`src/logic/dram_pkg.sv`:
```
package dram_pkg;

    // burst address layout is {row, bank, col}
    localparam int ROW_W  = 14;
    localparam int BANK_W = 3;
    localparam int COL_W  = 7;      // 10-bit column, 8 beats per burst
    localparam int ADDR_W = ROW_W + BANK_W + COL_W;

    localparam int DATA_W  = 128;   // one burst of sample data
    localparam int COUNT_W = 16;    // display counters

    // in-flight limit at the request port
    localparam int MEM_OUTSTANDING = 4;
    localparam int MEM_PTR_W       = $clog2(MEM_OUTSTANDING);
    localparam int MEM_CNT_W       = $clog2(MEM_OUTSTANDING + 1);

    typedef logic [ADDR_W-1:0]    mem_addr_t;
    typedef logic [DATA_W-1:0]    mem_data_t;
    typedef logic [COUNT_W-1:0]   event_count_t;
    typedef logic [MEM_PTR_W-1:0] mem_ptr_t;
    typedef logic [MEM_CNT_W-1:0] mem_count_t;

endpackage

```
`src/logic/stream_pkg.sv`:
```
package stream_pkg;

    // response buffer between memory port and read-data stream
    localparam int RESP_DEPTH  = 4;
    localparam int RESP_PTR_W  = $clog2(RESP_DEPTH);
    localparam int RESP_SLOT_W = $clog2(RESP_DEPTH + 1);

    typedef logic [RESP_PTR_W-1:0]  resp_ptr_t;
    typedef logic [RESP_SLOT_W-1:0] resp_slots_t;   // 0 .. RESP_DEPTH

    // traffic generator phases, never goes back to LOAD
    typedef enum logic {
        LOAD,
        SERVE
    } tg_phase_t;

endpackage

```
`src/logic/dram_link_ifs.sv`:
```
// request path, traffic generator to memory port
interface mem_req_if;
    logic                valid;
    logic                we;
    dram_pkg::mem_addr_t addr;
    dram_pkg::mem_data_t wdata;
    logic                rd_tag_last;   // last flag to tag the read response
    logic                accept;
    logic                writes_idle;   // no write in flight

    modport source (output valid, we, addr, wdata, rd_tag_last, input accept, writes_idle);
    modport sink (input valid, we, addr, wdata, rd_tag_last, output accept, writes_idle);
endinterface

// read completions into the response buffer, credit based
interface read_resp_if;
    logic                    valid;   // one pulse per read completion
    dram_pkg::mem_addr_t     addr;
    logic                    last;
    dram_pkg::mem_data_t     data;
    stream_pkg::resp_slots_t free_slots;

    modport source (output valid, addr, last, data, input free_slots);
    modport sink (input valid, addr, last, data, output free_slots);
endinterface

```
`src/logic/traffic_generator.sv`:
```
module traffic_generator (
    input  logic                i_clk_dram_ctrl,
    input  logic                i_rst,
    input  dram_pkg::mem_data_t i_wr_data,
    input  logic                i_wr_last,
    input  logic                i_wr_valid,
    output logic                o_wr_ready,
    input  dram_pkg::mem_addr_t i_rd_addr,
    input  logic                i_rd_last,
    input  logic                i_rd_valid,
    output logic                o_rd_addr_ready,
    output logic                o_load_complete,
    mem_req_if.source           mem_req
);

    stream_pkg::tg_phase_t phase;
    dram_pkg::mem_addr_t   wr_addr;      // next burst address for the load
    logic                  wr_open;      // write stream being taken
    logic                  last_seen;    // final chunk accepted
    logic                  wr_take;

    // one stream at a time goes through to the port
    always_comb begin
        mem_req.valid   = 1'b0;
        mem_req.we      = 1'b1;
        mem_req.addr    = wr_addr;
        o_wr_ready      = 1'b0;
        o_rd_addr_ready = 1'b0;
        if (phase == stream_pkg::SERVE) begin
            mem_req.valid   = i_rd_valid;
            mem_req.we      = 1'b0;
            mem_req.addr    = i_rd_addr;
            o_rd_addr_ready = mem_req.accept;
        end else if (wr_open) begin
            mem_req.valid = i_wr_valid;
            o_wr_ready    = mem_req.accept;
        end
    end

    assign mem_req.wdata       = i_wr_data;
    assign mem_req.rd_tag_last = i_rd_last;

    assign wr_take         = (phase == stream_pkg::LOAD) && wr_open && i_wr_valid && mem_req.accept;
    assign o_load_complete = (phase == stream_pkg::SERVE);

    always_ff @(posedge i_clk_dram_ctrl) begin
        if (i_rst) begin
            phase     <= stream_pkg::LOAD;
            wr_addr   <= '0;
            wr_open   <= 1'b0;
            last_seen <= 1'b0;
        end else begin
            if (wr_take) begin
                wr_addr <= wr_addr + 1'b1;
            end
            if (phase == stream_pkg::LOAD) begin
                if (wr_take && i_wr_last) begin
                    wr_open   <= 1'b0;
                    last_seen <= 1'b1;
                end else if (!last_seen) begin
                    wr_open <= 1'b1;
                end
                // load is done once memory has acked every write
                if (last_seen && mem_req.writes_idle) begin
                    phase <= stream_pkg::SERVE;
                end
            end
        end
    end

    assert property (@(posedge i_clk_dram_ctrl) disable iff (i_rst)
        (phase == stream_pkg::LOAD && last_seen) |-> !mem_req.valid);

endmodule

```
`src/logic/memrequest_port.sv`:
```
module memrequest_port (
    input  logic                    i_clk_dram_ctrl,
    input  logic                    i_rst,
    mem_req_if.sink                 mem_req,
    read_resp_if.source             rd_resp,
    output logic                    o_mem_en,
    output logic                    o_mem_we,
    output dram_pkg::mem_addr_t     o_mem_addr,
    output dram_pkg::mem_data_t     o_mem_wdata,
    input  logic                    i_mem_busy,
    input  logic                    i_mem_complete,
    input  dram_pkg::mem_data_t     i_mem_rdata,
    output dram_pkg::event_count_t  o_mem_complete_count
);

    // in-order record of requests in flight
    logic                q_is_rd [dram_pkg::MEM_OUTSTANDING];
    dram_pkg::mem_addr_t q_addr  [dram_pkg::MEM_OUTSTANDING];
    logic                q_last  [dram_pkg::MEM_OUTSTANDING];

    dram_pkg::mem_ptr_t     q_wr_ptr;
    dram_pkg::mem_ptr_t     q_rd_ptr;
    dram_pkg::mem_count_t   q_count;
    dram_pkg::mem_count_t   rd_out;     // reads in flight
    dram_pkg::mem_count_t   wr_out;     // writes in flight
    dram_pkg::event_count_t complete_count;

    logic room;
    logic credit_ok;
    logic push;
    logic pop;
    logic push_rd;
    logic pop_rd;

    assign room      = q_count < dram_pkg::MEM_OUTSTANDING;
    assign credit_ok = mem_req.we || (rd_out < rd_resp.free_slots);  // read needs a buffer slot

    // request is held on the port while busy, room and credit only grow meanwhile
    assign o_mem_en       = mem_req.valid && room && credit_ok;
    assign o_mem_we       = mem_req.we;
    assign o_mem_addr     = mem_req.addr;
    assign o_mem_wdata    = mem_req.wdata;
    assign mem_req.accept = !i_mem_busy && room && credit_ok;

    assign push    = mem_req.valid && mem_req.accept;
    assign pop     = i_mem_complete;
    assign push_rd = push && !mem_req.we;
    assign pop_rd  = pop && q_is_rd[q_rd_ptr];

    assign mem_req.writes_idle = (wr_out == '0);

    // completion of the head read goes straight out
    assign rd_resp.valid = pop_rd;
    assign rd_resp.addr  = q_addr[q_rd_ptr];
    assign rd_resp.last  = q_last[q_rd_ptr];
    assign rd_resp.data  = i_mem_rdata;

    assign o_mem_complete_count = complete_count;

    always_ff @(posedge i_clk_dram_ctrl) begin
        if (push) begin
            q_is_rd[q_wr_ptr] <= !mem_req.we;
            q_addr[q_wr_ptr]  <= mem_req.addr;
            q_last[q_wr_ptr]  <= mem_req.rd_tag_last;
        end
    end

    always_ff @(posedge i_clk_dram_ctrl) begin
        if (i_rst) begin
            q_wr_ptr       <= '0;
            q_rd_ptr       <= '0;
            q_count        <= '0;
            rd_out         <= '0;
            wr_out         <= '0;
            complete_count <= '0;
        end else begin
            if (push) begin
                q_wr_ptr <= q_wr_ptr + 1'b1;
            end
            if (pop) begin
                q_rd_ptr       <= q_rd_ptr + 1'b1;
                complete_count <= complete_count + 1'b1;
            end
            q_count <= q_count + dram_pkg::mem_count_t'(push) - dram_pkg::mem_count_t'(pop);
            rd_out  <= rd_out + dram_pkg::mem_count_t'(push_rd) - dram_pkg::mem_count_t'(pop_rd);
            wr_out  <= wr_out + dram_pkg::mem_count_t'(push && mem_req.we)
                       - dram_pkg::mem_count_t'(pop && !q_is_rd[q_rd_ptr]);
        end
    end

    assert property (@(posedge i_clk_dram_ctrl) disable iff (i_rst)
        i_mem_complete |-> q_count != '0);

    // split counts must add up to the queue fill
    assert property (@(posedge i_clk_dram_ctrl) disable iff (i_rst)
        (q_count <= dram_pkg::MEM_OUTSTANDING) && ((rd_out + wr_out) == q_count));

endmodule

```
`src/logic/read_response_queue.sv`:
```
module read_response_queue (
    input  logic                   i_clk_dram_ctrl,
    input  logic                   i_rst,
    read_resp_if.sink              rd_resp,
    output dram_pkg::mem_data_t    o_rd_data,
    output dram_pkg::mem_addr_t    o_rd_resp_addr,
    output logic                   o_rd_resp_last,
    output logic                   o_rd_valid,
    input  logic                   i_rd_ready,
    output dram_pkg::event_count_t o_rd_delivered_count
);

    dram_pkg::mem_addr_t buf_addr [stream_pkg::RESP_DEPTH];
    logic                buf_last [stream_pkg::RESP_DEPTH];
    dram_pkg::mem_data_t buf_data [stream_pkg::RESP_DEPTH];

    stream_pkg::resp_ptr_t   wr_ptr;
    stream_pkg::resp_ptr_t   rd_ptr;
    stream_pkg::resp_slots_t count;
    dram_pkg::event_count_t  delivered;
    logic                    take;

    assign take = o_rd_valid && i_rd_ready;

    assign o_rd_valid     = (count != '0);
    assign o_rd_data      = buf_data[rd_ptr];
    assign o_rd_resp_addr = buf_addr[rd_ptr];
    assign o_rd_resp_last = buf_last[rd_ptr];

    assign rd_resp.free_slots   = stream_pkg::resp_slots_t'(stream_pkg::RESP_DEPTH) - count;
    assign o_rd_delivered_count = delivered;

    always_ff @(posedge i_clk_dram_ctrl) begin
        if (rd_resp.valid) begin
            buf_addr[wr_ptr] <= rd_resp.addr;
            buf_last[wr_ptr] <= rd_resp.last;
            buf_data[wr_ptr] <= rd_resp.data;
        end
    end

    always_ff @(posedge i_clk_dram_ctrl) begin
        if (i_rst) begin
            wr_ptr    <= '0;
            rd_ptr    <= '0;
            count     <= '0;
            delivered <= '0;
        end else begin
            if (rd_resp.valid) begin
                wr_ptr <= wr_ptr + 1'b1;
            end
            if (take) begin
                rd_ptr    <= rd_ptr + 1'b1;
                delivered <= delivered + 1'b1;
            end
            count <= count + stream_pkg::resp_slots_t'(rd_resp.valid)
                     - stream_pkg::resp_slots_t'(take);
        end
    end

    // credit at the port must keep the buffer from overflowing
    assert property (@(posedge i_clk_dram_ctrl) disable iff (i_rst)
        rd_resp.valid |-> rd_resp.free_slots != '0);

    assert property (@(posedge i_clk_dram_ctrl) disable iff (i_rst)
        (o_rd_valid && !i_rd_ready) |=> o_rd_valid && $stable(o_rd_data)
            && $stable(o_rd_resp_addr) && $stable(o_rd_resp_last));

endmodule

```
`src/logic/sample_memory_subsystem.sv`:
```
module sample_memory_subsystem (
    input  logic                   i_clk_dram_ctrl,
    input  logic                   i_rst,
    // write stream, sample chunks
    input  dram_pkg::mem_data_t    i_wr_data,
    input  logic                   i_wr_last,
    input  logic                   i_wr_valid,
    output logic                   o_wr_ready,
    // read-address stream
    input  dram_pkg::mem_addr_t    i_rd_addr,
    input  logic                   i_rd_last,
    input  logic                   i_rd_valid,
    output logic                   o_rd_addr_ready,
    // read-data stream
    output dram_pkg::mem_data_t    o_rd_data,
    output dram_pkg::mem_addr_t    o_rd_resp_addr,
    output logic                   o_rd_resp_last,
    output logic                   o_rd_valid,
    input  logic                   i_rd_ready,
    // memory request port
    output logic                   o_mem_en,
    output logic                   o_mem_we,
    output dram_pkg::mem_addr_t    o_mem_addr,
    output dram_pkg::mem_data_t    o_mem_wdata,
    input  logic                   i_mem_busy,
    input  logic                   i_mem_complete,
    input  dram_pkg::mem_data_t    i_mem_rdata,
    // status for the display
    output logic                   o_load_complete,
    output dram_pkg::event_count_t o_mem_complete_count,
    output dram_pkg::event_count_t o_rd_delivered_count
);

    mem_req_if   mem_req ();
    read_resp_if rd_resp ();

    traffic_generator traffic_generator_inst (
        .i_clk_dram_ctrl (i_clk_dram_ctrl),
        .i_rst           (i_rst),
        .i_wr_data       (i_wr_data),
        .i_wr_last       (i_wr_last),
        .i_wr_valid      (i_wr_valid),
        .o_wr_ready      (o_wr_ready),
        .i_rd_addr       (i_rd_addr),
        .i_rd_last       (i_rd_last),
        .i_rd_valid      (i_rd_valid),
        .o_rd_addr_ready (o_rd_addr_ready),
        .o_load_complete (o_load_complete),
        .mem_req         (mem_req.source)
    );

    memrequest_port memrequest_port_inst (
        .i_clk_dram_ctrl      (i_clk_dram_ctrl),
        .i_rst                (i_rst),
        .mem_req              (mem_req.sink),
        .rd_resp              (rd_resp.source),
        .o_mem_en             (o_mem_en),
        .o_mem_we             (o_mem_we),
        .o_mem_addr           (o_mem_addr),
        .o_mem_wdata          (o_mem_wdata),
        .i_mem_busy           (i_mem_busy),
        .i_mem_complete       (i_mem_complete),
        .i_mem_rdata          (i_mem_rdata),
        .o_mem_complete_count (o_mem_complete_count)
    );

    read_response_queue read_response_queue_inst (
        .i_clk_dram_ctrl      (i_clk_dram_ctrl),
        .i_rst                (i_rst),
        .rd_resp              (rd_resp.sink),
        .o_rd_data            (o_rd_data),
        .o_rd_resp_addr       (o_rd_resp_addr),
        .o_rd_resp_last       (o_rd_resp_last),
        .o_rd_valid           (o_rd_valid),
        .i_rd_ready           (i_rd_ready),
        .o_rd_delivered_count (o_rd_delivered_count)
    );

endmodule

```
`config.mk`:
```
export PLATFORM = sky130hd
export DESIGN_NAME = sample_memory_subsystem
export DESIGN_NICKNAME = d
export VERILOG_FILES = /design/src/logic/dram_pkg.sv /design/src/logic/stream_pkg.sv /design/src/logic/dram_link_ifs.sv /design/src/logic/traffic_generator.sv /design/src/logic/memrequest_port.sv /design/src/logic/read_response_queue.sv /design/src/logic/sample_memory_subsystem.sv
export SDC_FILE = /design/constraint.sdc
export NUM_CORES = 1
export LEC_CHECK = 0
export ABC_AREA = 1
export BUFFER_PORTS_ARGS = -buffer_cell sky130_fd_sc_hd__buf_2
export CAP_MARGIN = 20
export CORE_MARGIN = 3
export CORE_UTILIZATION = 25
export DETAILED_ROUTE_END_ITERATION = 7
export PLACE_DENSITY = 0.44
export SLEW_MARGIN = 10
export SYNTH_ARGS = -nofsm -noshare
export SYNTH_HDL_FRONTEND = slang
export SYNTH_HIERARCHICAL = 1
export SYNTH_SLANG_ARGS = --single-unit
export TNS_END_PERCENT = 20
```
`constraint.sdc`:
```
create_clock -name i_clk_dram_ctrl -period 5.22 [get_ports i_clk_dram_ctrl]
set_input_delay 0.522 -clock i_clk_dram_ctrl [delete_from_list [all_inputs] [get_ports i_clk_dram_ctrl]]
set_output_delay 0.522 -clock i_clk_dram_ctrl [all_outputs]
set_load 0.01 [all_outputs]
```
==> metrics.md, run 1 <==
| Metric | Value |
|---|---|
| Fraction of power consumed by the clock network | `38.0%` |
| Crit Path Max Fanout | `between 70 and 80` |
| Crit path max-delay cell type | `sky130_fd_sc_hd__inv_4` |
| Buffers from clock root to sink, at most | `3` |
| Type of element launching the critical path | `flip-flop` |
| Proportion of netlist area held by the largest area contributor | `62.9%` |
| Sequential area share after synthesis | `67.7%` |
| Largest cells by area after synthesis | `sky130_fd_sc_hd__edfxtp_1 63%, sky130_fd_sc_hd__buf_4 9.1%, sky130_fd_sc_hd__o21ai_0 5.6%` |
| Share of total power in combinational logic | `18.5%` |
| Count of distinct cell types in the synthesized netlist | `37` |
| Share of synthesized registers carrying an async set or reset | `0%` |
| Global-route wire length before repair | `~130000 µm` |
| Setup Total Neg Slack | `0 ns` |
| Final Setup Violations | `0` |
| IR drop worst, VDD | `0.000227 V` |
| Library cell occupying the most area in the post-synthesis netlist | `sky130_fd_sc_hd__edfxtp_1` |
| Worst Setup End Kind | `primary output` |
| Most frequent cell after synthesis | `sky130_fd_sc_hd__edfxtp_1` |
| GRT Residual Overflow | `0` |
| Die Wd | `376 µm` |
| Clock transition at the registers of the reported paths | `roughly 0.06 ns` |
| Sink Count | `799` |
| Crit path arrival time | `approximately 3.3 ns` |
| Effective utilization at floorplan | `25.2%` |
| Post-route antenna net violation count | `0` |
| Delay of the slowest cell on the worst path | `0.76 ns` |
| Clock root cell | `sky130_fd_sc_hd__clkbuf_16` |
| Sw Pwr | `~5000 µW` |
| Post-layout util | `28.4%` |
| Pin count of the biggest net entering global routing | `roughly 200` |
| Part of the total power dissipated in sequential elements | `43.5%` |
| Clock period minus worst slack | `3.81 ns` |
| Buffers on Ports | `between 300 and 400` |
| Initial antenna violation count | `21` |
| Overall power of the completed layout | `16900 µW` |
| Critical path buffers and inverters | `3` |
| Number of warnings printed during yosys synthesis | `6` |
| Overall track demand over capacity in global routing | `12.2%` |
| Reported max-cap violation count | `0` |
| Layout Skew | `0.0368 ns` |
| Area of the mapped netlist | `34200 µm²` |
| Reported leakage power | `0.0135 µW` |
| Pin slew with the least headroom to its limit | `approximately 1.2 ns` |
| Detailed placer's ending HPWL | `54000 µm` |
| Max Clk Rate | `263 MHz` |
| Area after DPL | `between 30000 and 40000 µm²` |
| Clock insertion delay at the later pin of the skew report | `0.68 ns` |
| Routability congestion estimate from global placement | `0.748` |
| Synth Area per Inst | `12.1 µm²` |
| CTS tree | `yes` |
| Yosys reg bits | `~800` |
| Count of pins on the block boundary | `around 630` |
| Routed WL | `88600 µm` |
| Ratio of final minimum period to clock period | `72.9%` |
| Setup repair after global routing missed its margin | `no` |
| Drt initial violations | `1371` |
| Postcts setup bufs | `0` |
| Internal Dissipation | `11900 µW` |
| Crit-path cells | `inv_4, buf_4, o21ai_0, o22ai_1, buf_2` |
| Routed wirelength normalized by instance count | `18.7 µm` |
| Setup slack of the critical path after layout | `1.41 ns` |
| Post-synth EDFFs | `roughly 700` |
| Critical path class | `flip-flop to primary output` |
| Number of placement rows | `135` |
| Count of final hold-check violations | `0` |
| Via count of the first global-routing pass | `20000` |
| Fill cell instance count of the final layout | `13900` |
| Pins Over Slew Limit | `0` |
| Result of the run | `completed` |
| Worst min path class | `input pin to flip-flop` |
| Average via count per standard cell | `~4.3` |
| Area grow syn2layout | `12.7%` |
| Post-layout net count | `~3200` |
| Top FF cell, synth | `sky130_fd_sc_hd__edfxtp_1` |
| Syn nets | `3150` |
| Post-cts sizing count | `0` |
| Gate count after technology mapping | `2834` |
| Sw frac | `29.6%` |
| TritonCTS Buffers | `between 90 and 100` |
| Commonest cells in the synthesized netlist | `716 x sky130_fd_sc_hd__edfxtp_1, 461 x sky130_fd_sc_hd__nor2_1, 416 x sky130_fd_sc_hd__buf_4, 385 x sky130_fd_sc_hd__o21ai_0, 179 x sky130_fd_sc_hd__o22ai_1` |
| Residual DRC count | `0` |
| Area of the core | `between 100000 and 150000 µm²` |
| Drt first pass iters | `5` |
| Proportion of layout cells with a drive suffix above 1 | `roughly a fifth` |
| Worst rel slew slack | `17.3%` |
| Clock H-tree levels | `3` |
| Power per unit of standard cell area | `about 440 nW/µm²` |
| Final design instance area without fill | `between 30000 and 40000 µm²` |
| DIE AREA | `~140000 µm²` |
| Required time of the critical path | `4.70 ns` |
| Die outline height | `about 380 µm` |
| Cell class contributing the biggest share of worst-path delay | `buffers and inverters` |
| Via count | `20500` |
| Setup WS pre-CTS | `1.93 ns` |
-- cell usage in the layout, fill, tap and decap left out, types with 15 or more instances in the layout --
cell type                         n
sky130_fd_sc_hd__clkinv_1        22
sky130_fd_sc_hd__inv_1          119
sky130_fd_sc_hd__dlygate4sd3_1   65
sky130_fd_sc_hd__edfxtp_1       716
sky130_fd_sc_hd__nand2_1        158
sky130_fd_sc_hd__buf_4           25
sky130_fd_sc_hd__ha_1            23
sky130_fd_sc_hd__o22ai_1        179
sky130_fd_sc_hd__o21ai_0        385
sky130_fd_sc_hd__o21ai_1         27
sky130_fd_sc_hd__a21oi_1         38
sky130_fd_sc_hd__nand3_1         36
sky130_fd_sc_hd__dfxtp_1         80
sky130_fd_sc_hd__buf_2          377
sky130_fd_sc_hd__clkinv_2        15
sky130_fd_sc_hd__clkbuf_16       94
sky130_fd_sc_hd__nor2_1         457
-- repair_timing --
item	in CTS	in global routing
setup endpoints to repair	0	0
endpoints found under the hold margin	238	0
hold buffers	65	0
-- logic make-up (layout without fill, tap and decap cells) --
group	count (synthesis)	count (layout)	synth area share [%]
flip-flops	799	799	67.7
AND/OR/NAND/NOR	699	699	8.30
buffers and inverters	667	776	12.7
AO/OA/AOI/OAI	634	634	9.97
adder cells (fa/ha/maj)	27	27	1.08
XOR/XNOR	8	8	0.205
other	0	8	0
-- registers in the layout, summed over array words and instances (netlist names), named ones only --
signal,flops
memrequest_port_inst/o_mem_complete_count,16
memrequest_port_inst/q_addr,96
memrequest_port_inst/q_count,3
memrequest_port_inst/q_is_rd,4
memrequest_port_inst/q_last,4
memrequest_port_inst/q_rd_ptr,2
memrequest_port_inst/q_wr_ptr,2
memrequest_port_inst/rd_out,3
memrequest_port_inst/wr_out,3
read_response_queue_inst/buf_addr,96
read_response_queue_inst/buf_data,512
read_response_queue_inst/buf_last,4
read_response_queue_inst/count,3
read_response_queue_inst/o_rd_delivered_count,16
read_response_queue_inst/rd_ptr,2
read_response_queue_inst/wr_ptr,2
traffic_generator_inst/last_seen,1
traffic_generator_inst/o_load_complete,1
traffic_generator_inst/wr_addr,24
traffic_generator_inst/wr_open,1
-- worst reg2reg max path, stage by stage (launching register included) --
cell and delay (ns):
sky130_fd_sc_hd__dfxtp_2 0.32, sky130_fd_sc_hd__inv_2 0.59, sky130_fd_sc_hd__o21ai_0 0.21, sky130_fd_sc_hd__o22ai_1 0.19, sky130_fd_sc_hd__and2_1 0.35, sky130_fd_sc_hd__nand2_1 0.22, sky130_fd_sc_hd__inv_8 0.56, sky130_fd_sc_hd__buf_4 0.47
-- layer usage --
metal	wire [µm]	GRT usage, %	vias to the layer above
met2	38900	18.4	617
met5	75	0	-
met4	1510	3.45	12
met1	42200	17.1	10100
li1	-	-	9684
met3	6000	3.20	122
-- power groups by stage --
stage / sequential (µW) / combinational [µW] / clock [µW]
2_1_floorplan: 7450 / 2130 / 0
3_3_place_gp: 7480 / 3150 / 0
3_5_place_dp: 7480 / 3150 / 0
4_1_cts: 7350 / 3200 / 6670
5_1_grt: 7370 / 3460 / 6910
6_report: 7350 / 3130 / 6420
-- final cells by class --
cell class / instances / area [µm²] / area share (%)
Sequential cell: 799 / 23200 / 60.1
Inverter: 130 / 528 / 1.37
Clock buffer: 112 / 2470 / 6.41
Multi-Input combinational cell: 1368 / 6700 / 17.4
Tap cell: 1781 / 2230 / 5.78
Antenna cell: 8 / 20.0 / 0.0519
Timing Repair Buffer: 474 / 2870 / 7.43
Clock inverter: 60 / 571 / 1.48
-- stage by stage --
step           hold WS, ns  instances
6_report            0.0708       4732
5_1_grt             0.0243       4726
4_1_cts           0.000585       4722
3_5_place_dp         0.442       4485
3_3_place_gp         0.437       4485
2_1_floorplan        0.412       2834
-- path summary, 6_finish.rpt --
kind / start / to / slack [ns] / cells past startpoint
worst max-delay path: flip-flop / o_rd_data[95] / 1.41 / 5
worst min-delay path: i_mem_rdata[21] / read_response_queue_inst/buf_data[1][21]$_DFFE_PP_ / 0.07 / 1
worst max register to register: flip-flop / read_response_queue_inst/buf_data[0][120]$_DFFE_PP_ / 1.96 / 7
worst min register to register: memrequest_port_inst/q_rd_ptr[1]$_SDFFE_PP0P_ / memrequest_port_inst/q_rd_ptr[1]$_SDFFE_PP0P_ / 0.45 / 1
Power figures use the tool's default switching activity.
==> run 2, diff against run 1 <==
Settings changed: ABC_AREA 1 to 0.
Clock period 5.22 ns to 3.75 ns, I/O delays scaled along.
==> run 2 against run 1 <==
Total power is 37% higher. Clock skew is 0.0022 ns lower. Clock-buffer cell count is 6 higher. Critical path depth is 11 higher. Combinational power is 34% higher. Global-route usage is 1.0 points lower. Sequential share of layout area is 0.32 points lower. Critical path type is now flip-flop to flip-flop. Critical endpoint is now traffic_generator_inst/wr_addr[12]$_SDFFE_PP0P_.
==> metrics.md, run 2 <==
| Metric | Value |
|---|---|
| Type of element launching the critical path | `flip-flop` |
| Largest cells by area after synthesis | `sky130_fd_sc_hd__edfxtp_1 65%, sky130_fd_sc_hd__mux4_2 12%, sky130_fd_sc_hd__buf_4 9.3%` |
| Worst Setup End Kind | `flip-flop` |
| Reported leakage power | `0.0129 µW` |
| Effective utilization at floorplan | `25.2%` |
| Drt first pass iters | `4` |
| Yosys reg bits | `~800` |
| Hold Worst Slack | `between 0.09 and 0.1 ns` |
| Final Setup Violations | `0` |
| Cell class contributing the biggest share of worst-path delay | `simple AND/OR/NAND/NOR gates` |
| Critical path class | `flip-flop to flip-flop` |
| Met1 Wirelength | `approximately 34000 µm` |
| Largest register by flop count | `read_response_queue_inst/buf_data` |
| Pin count of the biggest net entering global routing | `48` |
| Routability congestion estimate from global placement | `0.740` |
| Global-route wire length before repair | `approximately 110000 µm` |
| Power per unit of standard cell area | `597 nW/µm²` |
| Count of pins on the block boundary | `around 630` |
| Crit path arrival time | `4.16 ns` |
| Count of distinct cell types in the synthesized netlist | `52` |
| Pin slew with the least headroom to its limit | `~0.93 ns` |
| Count of final hold-check violations | `0` |
| Via count | `16000` |
| Min-Delay Startpoint | `i_rd_addr[17]` |
| Gate count after technology mapping | `1837` |
| Initial antenna violation count | `7` |
| Die outline height | `between 300 and 400 µm` |
| Worst Hold Depth | `2` |
| Buffers from clock root to sink, at most | `3` |
| Commonest cells in the synthesized netlist | `716 x sky130_fd_sc_hd__edfxtp_1, 412 x sky130_fd_sc_hd__buf_4, 179 x sky130_fd_sc_hd__mux4_2, 83 x sky130_fd_sc_hd__dfxtp_1, 60 x sky130_fd_sc_hd__nor2_1` |
| Sequential area share after synthesis | `69.8%` |
| Top FF cell, synth | `sky130_fd_sc_hd__edfxtp_1` |
| Area of the core | `132000 µm²` |
| Detailed placer's ending HPWL | `49700 µm` |
| Fill cell instance count of the final layout | `roughly 13000` |
| Die Wd | `370 µm` |
| Most frequent cell after synthesis | `sky130_fd_sc_hd__edfxtp_1` |
| Routed wirelength normalized by instance count | `20.1 µm` |
| Share of synthesized registers carrying an async set or reset | `0%` |
| Number of warnings printed during yosys synthesis | `6` |
| Crit path max-delay cell type | `sky130_fd_sc_hd__or4_4` |
| Proportion of netlist area held by the largest area contributor | `64.8%` |
| R2R Setup Slk | `around 0.20 ns` |
| Clock root cell | `sky130_fd_sc_hd__clkbuf_16` |
| Pins Over Slew Limit | `0` |
| Synth Area per Inst | `between 15 and 20 µm²` |
| Footprint of the flip-flops and latches | `around 23000 µm²` |
| Drt initial violations | `843` |
| Area of the mapped netlist | `roughly 33000 µm²` |
| Routed WL | `77300 µm` |
| IR drop worst, VDD | `between 0.0003 and 0.0004 V` |
| Depth of the worst register-to-register path | `16` |
| Clock insertion delay at the later pin of the skew report | `0.69 ns` |
| GRT Residual Overflow | `0` |
| Critical path buffers and inverters | `5` |
| Worst rel slew slack | `37.8%` |
| Post-route antenna net violation count | `0` |
| Residual DRC count | `0` |
| Syn nets | `about 2200` |
| Hold path endpoint | `memrequest_port_inst/q_addr[1][17]$_DFFE_PP_` |
| Buffers on Ports | `375` |
| Post-route insts no fill | `~3800` |
| Area of combinational cells with multiple inputs | `6560 µm²` |
| Required time of the critical path | `4.35 ns` |
| Worst reg2reg path endpoint | `traffic_generator_inst/wr_addr[12]$_SDFFE_PP0P_` |
| Max Clk Rate | `281 MHz` |
| Overall power of the completed layout | `~23000 µW` |
| Result of the run | `completed` |
| R2r startpoint | `read_response_queue_inst/count[1]$_SDFF_PP0_` |
| TritonCTS Buffers | `92` |
| Area grow syn2layout | `16.8%` |
| Clock transition at the registers of the reported paths | `0.06 ns` |
| Proportion of layout cells with a drive suffix above 1 | `37.3%` |
| Crit-path cells | `inv_1, ha_1, ha_1, inv_1, inv_1, ha_1, or2_2, a21oi_2, nor2_1, nor2_1, buf_4, nand4b_4, buf_4, or4_4, or3_1, a21oi_1` |
| Reported max-cap violation count | `0` |
| Largest registers | `read_response_queue_inst/buf_data x512, memrequest_port_inst/q_addr x96, read_response_queue_inst/buf_addr x96` |
| Setup repair after global routing missed its margin | `no` |
| Routed length on met3 | `~5900 µm` |
| Library cell occupying the most area in the post-synthesis netlist | `sky130_fd_sc_hd__edfxtp_1` |
| Crit Path Max Fanout | `13` |
| Max FFs per register | `512` |
| Clock period minus worst slack | `3.55 ns` |
| Number of placed instances with taps included | `roughly 3500` |
| Average via count per standard cell | `~4.2` |
| Overall track demand over capacity in global routing | `between 10% and 20%` |
| Top routing layer in use | `met5` |
| Delay of the slowest cell on the worst path | `0.58 ns` |
| Ratio of final minimum period to clock period | `94.8%` |
| Routed met2 length | `between 30000 and 40000 µm` |
| Most common cell after layout, fill and taps aside | `sky130_fd_sc_hd__edfxtp_1` |
| Via count of the first global-routing pass | `16900` |
| Top library cells by usage in the layout, fill and taps aside | `716 x sky130_fd_sc_hd__edfxtp_1, 375 x sky130_fd_sc_hd__buf_2, 179 x sky130_fd_sc_hd__mux4_2` |
| Layout Skew | `0.0346 ns` |
| DIE AREA | `137000 µm²` |
| Clock H-tree levels | `3` |
| Post-layout util | `between 20% and 30%` |
| Number of placement rows | `133` |
| Setup Total Neg Slack | `0 ns` |
| Worst min path class | `input pin to flip-flop` |
| Post-synth EDFFs | `just over 700` |
| Post-layout net count | `2331` |
| Sink Count | `799` |
| CTS tree | `yes` |
==> run 2: cell types whose count changed in the layout (fill, tap and decap cells not counted), moves of 13 or more <==
cell                            before  now
sky130_fd_sc_hd__a21oi_1            38   23
sky130_fd_sc_hd__buf_12              7   20
sky130_fd_sc_hd__dlygate4sd3_1      65  131
sky130_fd_sc_hd__inv_1             119   32
sky130_fd_sc_hd__mux2_2              0   21
sky130_fd_sc_hd__mux4_2              0  179
sky130_fd_sc_hd__nand2_1           158   29
sky130_fd_sc_hd__nand3_1            36   10
sky130_fd_sc_hd__nor2_1            457   60
sky130_fd_sc_hd__nor4_1              0   13
sky130_fd_sc_hd__o21ai_0           385   19
sky130_fd_sc_hd__o21ai_1            27    0
sky130_fd_sc_hd__o22ai_1           179    0
sky130_fd_sc_hd__xnor2_1             2   32
==> run 2: kinds of logic after synthesis <==
family | after synthesis | synth area share [%]
AND/OR/NAND/NOR | 206 | 3.42
multiplexers | 206 | 13.1
XOR/XNOR | 44 | 1.16
adder cells (fa/ha/maj) | 27 | 1.11
AO/OA/AOI/OAI | 52 | 0.935
flip-flops | 799 | 69.8
buffers and inverters | 503 | 10.5
==> run 2: cell type report <==
cell class	count	area share (%)
flip-flops and latches	799	59.8
diodes	5	0.0323
repair buffers	555	9.82
well taps	1755	5.67
clock inverters	50	1.17
inverters	32	0.310
multi-input cells	535	16.9
clock buffers	118	6.30
==> run 2: timing repair <==
action	in CTS	in global routing
endpoints found under the setup margin	0	9
hold endpoints to repair	522	0
setup buffers	0	0
resized for setup	0	3
hold buffers	131	0
==> run 2: worst max-delay path by stage <==
stage | cells after the start | start | end
after floorplan | 4 | flip-flop | read_response_queue_inst/buf_addr[2][0]$_DFFE_PP_
after global placement | 16 | read_response_queue_inst/count[1]$_SDFF_PP0_ | traffic_generator_inst/wr_addr[12]$_SDFFE_PP0P_
after detailed placement | 16 | read_response_queue_inst/count[1]$_SDFF_PP0_ | traffic_generator_inst/wr_addr[13]$_SDFFE_PP0P_
after CTS | 16 | read_response_queue_inst/count[1]$_SDFF_PP0_ | traffic_generator_inst/wr_addr[13]$_SDFFE_PP0P_
after global routing | 16 | read_response_queue_inst/count[1]$_SDFF_PP0_ | traffic_generator_inst/wr_addr[12]$_SDFFE_PP0P_
final | 16 | read_response_queue_inst/count[1]$_SDFF_PP0_ | traffic_generator_inst/wr_addr[12]$_SDFFE_PP0P_
==> run 2: through the flow <==
step / area (µm²) / worst slack [ns]
3_5_place_dp: 34500 / 0.0878
4_1_cts: 38700 / 0.0719
6_report: 38800 / 0.196
3_3_place_gp: 34500 / 0.149
2_1_floorplan: 33200 / -1.34
5_1_grt: 38800 / 0.00486
==> run 2: per-layer routing <==
metal  vias to the layer above  track usage [%]
li1                       7008                -
met1                      8310             14.7
met2                       551             17.2
met3                       142             3.73
met4                         8             3.45
met5                         -                0
==> run 2: where the power goes <==
group / internal (µW) / total (µW) / switching (µW) / leakage (µW)
Sequential: 10100 / 10300 / 253 / 0.00721
Combinational: 2030 / 4200 / 2170 / 0.00428
Clock: 4970 / 8570 / 3600 / 0.00140
Total: 17100 / 23100 / 6030 / 0.0129
